[src/hdl/psram_pkg.sv]
`default_nettype none

package psram_pkg;

    localparam int data_width = 16;
    localparam int addr_width = 23;
    localparam int burst_len  = 4;
    localparam int latency    = 4;   // Cycles from command to first data
    localparam int mem_words  = 1024;

    localparam int mem_aw     = $clog2(mem_words);
    localparam int beat_width = $clog2(burst_len);
    localparam int wait_width = $clog2(latency);

    // Latency code 3 gives four cycles, burst code 1 gives four words
    localparam logic [2:0] lat_code_val   = 3'b011;
    localparam logic [2:0] burst_len_code = 3'b001;

    // Bus configuration register layout, msb first
    typedef struct packed {
        logic [2:0] reserved_hi;   // Must be zero
        logic [1:0] reg_sel;       // 2'b10 selects the BCR
        logic [1:0] reserved_mid;
        logic       op_mode;       // 0 is synchronous burst
        logic       lat_type;      // 1 is fixed latency
        logic [2:0] lat_code;
        logic       wait_pol;      // 1 is active high
        logic       reserved_9;
        logic       wait_cfg;      // 1 asserts one cycle before data
        logic [1:0] reserved_lo;
        logic [1:0] drive;
        logic       burst_wrap;    // 1 is no wrap
        logic [2:0] burst_length;
    } bcr_cfg_t;

    // Address pins carry the BCR value while cre is high
    typedef union packed {
        bcr_cfg_t                cfg;
        logic [addr_width-1:0]   word;
    } psram_addr_u;

    localparam bcr_cfg_t bcr_value = '{
        reserved_hi:  3'b000,
        reg_sel:      2'b10,
        reserved_mid: 2'b00,
        op_mode:      1'b0,
        lat_type:     1'b1,
        lat_code:     lat_code_val,
        wait_pol:     1'b1,
        reserved_9:   1'b0,
        wait_cfg:     1'b1,
        reserved_lo:  2'b00,
        drive:        2'b01,
        burst_wrap:   1'b1,
        burst_length: burst_len_code
    };

    // Word 0 sits at the start address
    typedef struct packed {
        logic [data_width-1:0] w3;
        logic [data_width-1:0] w2;
        logic [data_width-1:0] w1;
        logic [data_width-1:0] w0;
    } burst_t;

    typedef struct packed {
        psram_addr_u           addr;
        logic                  adv_n;
        logic                  ce_n;
        logic                  oe_n;
        logic                  we_n;
        logic                  cre;
        logic [data_width-1:0] wdata;
    } psram_cmd_t;

    typedef struct packed {
        logic [data_width-1:0] rdata;
        logic                  mem_wait;
    } psram_rsp_t;

endpackage

`default_nettype wire

[src/hdl/psram_ctrl.sv]
`timescale 1ns/1ps
`default_nettype none

module psram_ctrl (
    input  logic                           clk,
    input  logic                           rst,
    input  logic                           req,
    input  logic                           we,
    input  logic [psram_pkg::addr_width-1:0] addr,
    input  psram_pkg::burst_t              wdata,
    output logic                           ready,
    output logic                           done,
    output psram_pkg::burst_t              rdata,
    output psram_pkg::psram_cmd_t          cmd,
    input  psram_pkg::psram_rsp_t          rsp
);
    import psram_pkg::*;

    typedef enum logic [2:0] {
        st_cfg,
        st_idle,
        st_cmd,
        st_wait,
        st_data
    } ctrl_state_t;

    ctrl_state_t state, next_state;

    logic                                  cfg_pend;   // BCR not yet written
    logic                                  accept;
    logic                                  last_beat;
    logic [beat_width-1:0]                 beat;
    logic [addr_width-1:0]                 addr_q;
    logic                                  wr_q;
    logic [burst_len-1:0][data_width-1:0]  wr_words;
    logic [burst_len-1:0][data_width-1:0]  rd_buf;
    logic [burst_len-1:0][data_width-1:0]  rd_next;

    assign accept    = (state == st_idle) && req && ready;
    assign last_beat = (beat == beat_width'(burst_len - 1));

    always_comb begin
        next_state = state;
        case (state)
            st_idle: begin
                if (cfg_pend)
                    next_state = st_cfg;
                else if (accept)
                    next_state = st_cmd;
            end
            st_cfg:  next_state = st_idle;
            st_cmd:  next_state = st_wait;
            st_wait: begin
                // Device drops wait one cycle ahead of the first word
                if (!rsp.mem_wait)
                    next_state = st_data;
            end
            st_data: begin
                if (last_beat)
                    next_state = st_idle;
            end
            default: next_state = st_idle;
        endcase
    end

    always_ff @(posedge clk) begin
        if (rst) begin
            state    <= st_idle;
            cfg_pend <= 1'b1;
            ready    <= 1'b0;
            done     <= 1'b0;
            beat     <= '0;
        end else begin
            state <= next_state;
            if (state == st_cfg)
                cfg_pend <= 1'b0;
            ready <= (state == st_idle) && !cfg_pend && !accept;
            done  <= (state == st_data) && last_beat;
            if (state == st_data)
                beat <= beat + 1'b1;
            else
                beat <= '0;
        end
    end

    // Read word of this beat merged into the collected burst
    always_comb begin
        rd_next       = rd_buf;
        rd_next[beat] = rsp.rdata;
    end

    always_ff @(posedge clk) begin
        if (accept) begin
            addr_q   <= addr;
            wr_q     <= we;
            wr_words <= wdata;
        end
        if (state == st_data && !wr_q) begin
            rd_buf <= rd_next;
            if (last_beat)
                rdata <= rd_next;   // Held until the next read completes
        end
    end

    always_comb begin
        cmd.addr.word = addr_q;
        cmd.adv_n     = 1'b1;
        cmd.ce_n      = 1'b1;
        cmd.oe_n      = 1'b1;
        cmd.we_n      = 1'b1;
        cmd.cre       = 1'b0;
        cmd.wdata     = wr_words[beat];
        case (state)
            st_cfg: begin
                cmd.addr.cfg = bcr_value;
                cmd.adv_n    = 1'b0;
                cmd.ce_n     = 1'b0;
                cmd.cre      = 1'b1;
            end
            st_cmd: begin
                cmd.adv_n = 1'b0;
                cmd.ce_n  = 1'b0;
                cmd.we_n  = !wr_q;
            end
            st_wait: begin
                cmd.ce_n = 1'b0;
                cmd.we_n = !wr_q;
            end
            st_data: begin
                cmd.ce_n = 1'b0;
                cmd.oe_n = wr_q;    // Output enable only for reads
                cmd.we_n = !wr_q;
            end
            default: ;
        endcase
    end

    a_req_when_ready: assert property (@(posedge clk) disable iff (rst)
        req |-> ready)
        else $error("psram_ctrl: req while not ready");

    // Device must be quiet whenever the controller sits idle
    a_idle_quiet: assert property (@(posedge clk) disable iff (rst)
        (state == st_idle) |-> (cmd.ce_n && !rsp.mem_wait))
        else $error("psram_ctrl: chip selected or wait high in idle");

endmodule

`default_nettype wire

[config.mk]
export PLATFORM = sky130hd
export DESIGN_NAME = psram_ctrl
export DESIGN_NICKNAME = d
export VERILOG_FILES = /design/src/hdl/psram_pkg.sv /design/src/hdl/psram_ctrl.sv
export SDC_FILE = /design/constraint.sdc
export NUM_CORES = 1
export LEC_CHECK = 0
export ABC_AREA = 0
export BUFFER_PORTS_ARGS = -buffer_cell sky130_fd_sc_hd__clkbuf_2
export CAP_MARGIN = 40
export CELL_PAD_IN_SITES_DETAIL_PLACEMENT = 1
export CELL_PAD_IN_SITES_GLOBAL_PLACEMENT = 2
export CORE_MARGIN = 4
export CORE_UTILIZATION = 34
export DETAILED_ROUTE_END_ITERATION = 12
export PLACE_DENSITY_LB_ADDON = 0.1
export SYNTH_ARGS = -nofsm -noshare
export SYNTH_HDL_FRONTEND = slang
export SYNTH_SLANG_ARGS = --single-unit
export TNS_END_PERCENT = 30
[constraint.sdc]
create_clock -name clk -period 8 [get_ports clk]
set_clock_uncertainty 0.15 [all_clocks]
set_input_delay 1.6 -clock clk [delete_from_list [all_inputs] [get_ports clk]]
set_output_delay 1.6 -clock clk [all_outputs]
set_load 0.05 [all_outputs]
# ---- Word level (Yosys, flattened, before mapping)
# Cells that the tools add are included.
dict set report totals {
  wordCells 64
  out_inout_bits 110
  reg_bits 224
  inputBits 108
}
dict set report classes {
  n_addsub 1
  bitwise_logic 1
  eq_ne 8
  n_reduce_logical 17
  mux 16
  magnitude_cmp 2
}
# op count
set ops {}
lappend ops {{64-bit bitwise mux} 1}
lappend ops {{16-bit binary-select mux with 2-bit select} 1}
lappend ops {{16-bit demux with 2-bit select} 1}
lappend ops {{16-bit two-way mux} 2}
lappend ops {{23-bit two-way mux} 1}
lappend ops {{3-bit two-way mux} 4}
lappend ops {{3-bit one-hot mux with 4 select lines} 1}
lappend ops {{1-bit logical AND} 7}
lappend ops {{3-bit by 2-bit equality test with 1-bit output, second input constant} 2}
lappend ops {{1-bit two-way mux} 5}
lappend ops {{2-bit != test, second input constant} 2}
lappend ops {{2-bit OR reduction} 2}
lappend ops {{4-bit OR reduction} 1}
lappend ops {{3-bit by 1-bit equality test with 1-bit output, second input constant} 1}
lappend ops {{3-bit equality test, second input constant} 1}
lappend ops {{1-bit zero test} 3}
lappend ops {{3-bit zero test} 1}
lappend ops {{2-bit by 3-bit < comparator with 1-bit output, second input constant} 1}
lappend ops {{3-bit != test, second input constant} 1}
lappend ops {{3-bit AND reduction} 1}
lappend ops {{3-bit OR reduction} 1}
lappend ops {{2-bit by 1-bit adder with 2-bit output, second input constant} 1}
lappend ops {{2-bit equality test, second input constant} 1}
lappend ops {{2-bit by 1-bit >= comparator with 1-bit output, second input constant} 1}
lappend ops {{other kinds (2)} 2}

# ---- Depth between registers and ports, before layout
dict set report logic_depth {
  ltp_word 6
  ltp_mapped 7
  mapped_depth_nobuf 3
}

# ---- Worst setup path after synthesis
# OpenSTA, ideal clock, no wires.
dict set report synth_timing {
  kind {input-to-reg}
  from {in req}
  to {reg addr_q[0] (enable)}
  t_arrival_ns 7.623
  cell_stages 2
  setup_ns 0.642
  required_ns 7.208
  slack_ns -0.415
  n_path_buf 0
  cell_sequence {nand2_1 > nor3_1}
}
dict set report synth_via {
  elab_chain_cells 2
}
# element line
set synth_rtl {}
lappend synth_rtl {{from (decl)} psram_ctrl.sv:7} ;# input logic req,
lappend synth_rtl {{1-bit logical AND (2 in series)} psram_ctrl.sv:39} ;# assign accept = (state == st_idle) && req && ready;
lappend synth_rtl {{net accept} psram_ctrl.sv:30} ;# logic accept;
lappend synth_rtl {{to (signal assigned)} psram_ctrl.sv:94} ;# addr_q <= addr;
lappend synth_rtl {{to (decl)} psram_ctrl.sv:33} ;# logic [addr_width-1:0] addr_q;
# The timed path passes the listed nets, and every way through them passes these cells.
# A chain may end at the register's enable or synchronous reset.

==> out/results.ini <==
[clock_network]
cts_buffer_depth=3
cts_tree=yes
root_buffer=clkbuf_16
cts_resized=0
postCtsSetupBuffers=0
postCtsHoldBufs=0
clk_pin_slew_ps=60
worstSkewPairLatency_ps=500
cts_sinks=224
cts_buffers=25
htreeDepth=1

[worst_setup_path]
critPathRequiredTime_ps=6250
cp-end-kind=primary output
cp_max_fo=15
arrival_ps=2050
crit_type=flip-flop to primary output
start_kind=flip-flop

[grt]
grtUsageTotal_pct=13.3
grt_max_degree=53
grt_pass1_vias=4703
grt_pass1_wl_mm=27.2
grt_overflow=0
antenna_found_initial=0

[synthesis]
synthesis.nets=490
yosysUniqueCellTypes=27
seq_area_frac_synth_pct=81.1
synth_area_per_cell_um2=21.7
synth_area_um2=8190
yosysWarnings=0
ys_seq_elements=224
syn_inst=378

[timing]
maxSlewViolCount=0
period_minus_slack_ps=3800
final.setup.tns_ps=0
hold_slack_ps=315
hold_viol_final=0
setup_viol=0
finalCritPeriodShare_pct=47.5
rsz0062_at_grt=no
maxSlewHeadroom_pct=60.7
tightest_slew_ps=589
clock.fmax_ghz=0.263

[floorplan]
start_util_pct=34.7
die-area_um2=26600
dieHeight_um=163
std_cell_rows=56
io_pins=218
core_um2=23600
fp.dieW_um=163

[power_and_ir_drop]
p_int_mw=1.95
power_frac_clock_pct=40.0
seqPwrFrac_pct=52.1
netSwitchingFraction_pct=22.3
p_switching_uw=560
p_comb_share_pct=7.9
p_per_area_nw_per_um2=239
peakVddDrop_mv=0.162
leakage_nw=3.82

[place]
dp_hpwl_mm=12.6
portBuffers=217
dp_cells=910
gp_congestion=0.697

[cells_and_area]
area_delta_synth_final_pct=27.9
num_antenna_cells=0
nets=730
fin_cells=949
drive_gt1_share_pct=53.0

[min_path]
hold_class=flip-flop to flip-flop

[drt]
viasPerCell=4.49
final_antenna_net_count=0
remaining_drc_errors=0
vias=4262
first_pass_iters=4
drt_iter0_drc=206
drt-total-wl_mm=18.1
wl_per_cell_um=19.1

[outcome]
status=completed

[job]
drv_cap=0

[flip-flops by register name, indices dropped and copies added, names as in the netlist]
register and count:
addr_q 23, rdata 64, ready 1, rd_buf 64, state 3, beat 2, cfg_pend 1, wr_words 64
wr_q 1, done 1
[power groups by stage]
stage	sequential, mW	clock, mW	combinational, mW
6_report	1.31	1.00	0.199
5_1_grt	1.31	1.10	0.212
4_1_cts	1.31	1.04	0.202
3_5_place_dp	1.33	0	0.201
3_3_place_gp	1.33	0	0.195
2_1_floorplan	1.33	0	0.132
[cell usage in the layout, fill, tap and decap left out, types with 2 or more instances in the layout]
cell	instances
buf_8	2
buf_16	2
dfxtp_1	8
nand2b_1	2
clkbuf_1	3
o32a_1	2
mux2_2	57
buf_4	7
mux4_2	16
mux2_1	8
inv_1	5
edfxtp_1	216
clkinv_2	2
clkbuf_2	217
clkinv_1	8
nor2b_1	15
nor2_1	3
and2_1	2
or2_1	10
ha_1	4
clkbuf_16	25
nand2_1	2
[metal layers]
metal | part of all wire (%) | track usage [%]
met4 | 2.4 | 3.70
met3 | 7.0 | 3.81
met5 | 0 | 0
met2 | 51 | 23.5
met1 | 39 | 16.0
[final timing paths]
kind / from / endpoint / slack [ps] / depth (start not counted)
worst max-delay path: state[1] / cmd[25] / 4200 / 4
worst max register to register: beat[1] / rdata[15] / 4970 / 5
worst min register to register: cfg_pend / cfg_pend / 320 / 2
worst min-delay path: cfg_pend / cfg_pend / 320 / 2
[cells in the mapped netlist]
| library cell | count | area, um^2 |
|---|---|---|
| edfxtp_1 | 216 | 6490 |
| mux2_2 | 57 | 642 |
| mux4_2 | 16 | 360 |
| nor2b_1 | 15 | 93.8 |
| or2_1 | 10 | 62.6 |
| buf_2 | 9 | 45.0 |
| dfxtp_1 | 8 | 160 |
| mux2_1 | 8 | 90.1 |
| clkbuf_1 | 6 | 22.5 |
| inv_1 | 5 | 18.8 |
| ha_1 | 4 | 50.1 |
| and2_1 | 3 | 18.8 |
| nor2_1 | 3 | 11.3 |
| nand2_1 | 2 | 7.51 |
| nand2b_1 | 2 | 12.5 |
| nor3_1 | 2 | 10.0 |
| o32a_1 | 2 | 20.0 |
| a211o_1 | 1 | 8.76 |
| a22oi_1 | 1 | 7.51 |
| and3b_1 | 1 | 8.76 |
| buf_6 | 1 | 11.3 |
| nor2_2 | 1 | 6.26 |
| nor3_2 | 1 | 10.0 |
| nor4_1 | 1 | 6.26 |
| o21ai_1 | 1 | 5.00 |
| o21bai_1 | 1 | 7.51 |
| or3b_1 | 1 | 8.76 |
[per-stage QoR]
stage	setup slack, ps	util, %	instance area (um^2)	power, mW
2_1_floorplan	2280	-	8200	1.46
3_3_place_gp	4380	40.9	9660	1.52
3_5_place_dp	4500	41.4	9770	1.53
4_1_cts	4130	44.4	10500	2.55
5_1_grt	4020	44.4	10500	2.62
6_report	4200	44.4	10500	2.51
[worst max-delay path, stage by stage (launching register included)]
cell      delay (ps)
dfxtp_1          410
nor3_2           460
buf_4            300
or2_1            120
clkbuf_2         260
[area by class of cell]
type | count | area (um^2)
clock inverters | 11 | 70.1
flip-flops and latches | 224 | 6650
repair buffers | 229 | 1240
clock buffers | 28 | 637
well taps | 319 | 399
fillers | 2334 | 13100
inverters | 5 | 18.8
multi-input cells | 133 | 1470
[kinds of logic after synthesis]
family	share of synthesized area (%)
AOI/OAI and AO/OA	0.596
buffers and inverters	1.19
adders and majority gates	0.611
and+or+nand+nor	3.13
DFF	81.1
muxes	13.3
(Power assumes the default switching activity.)
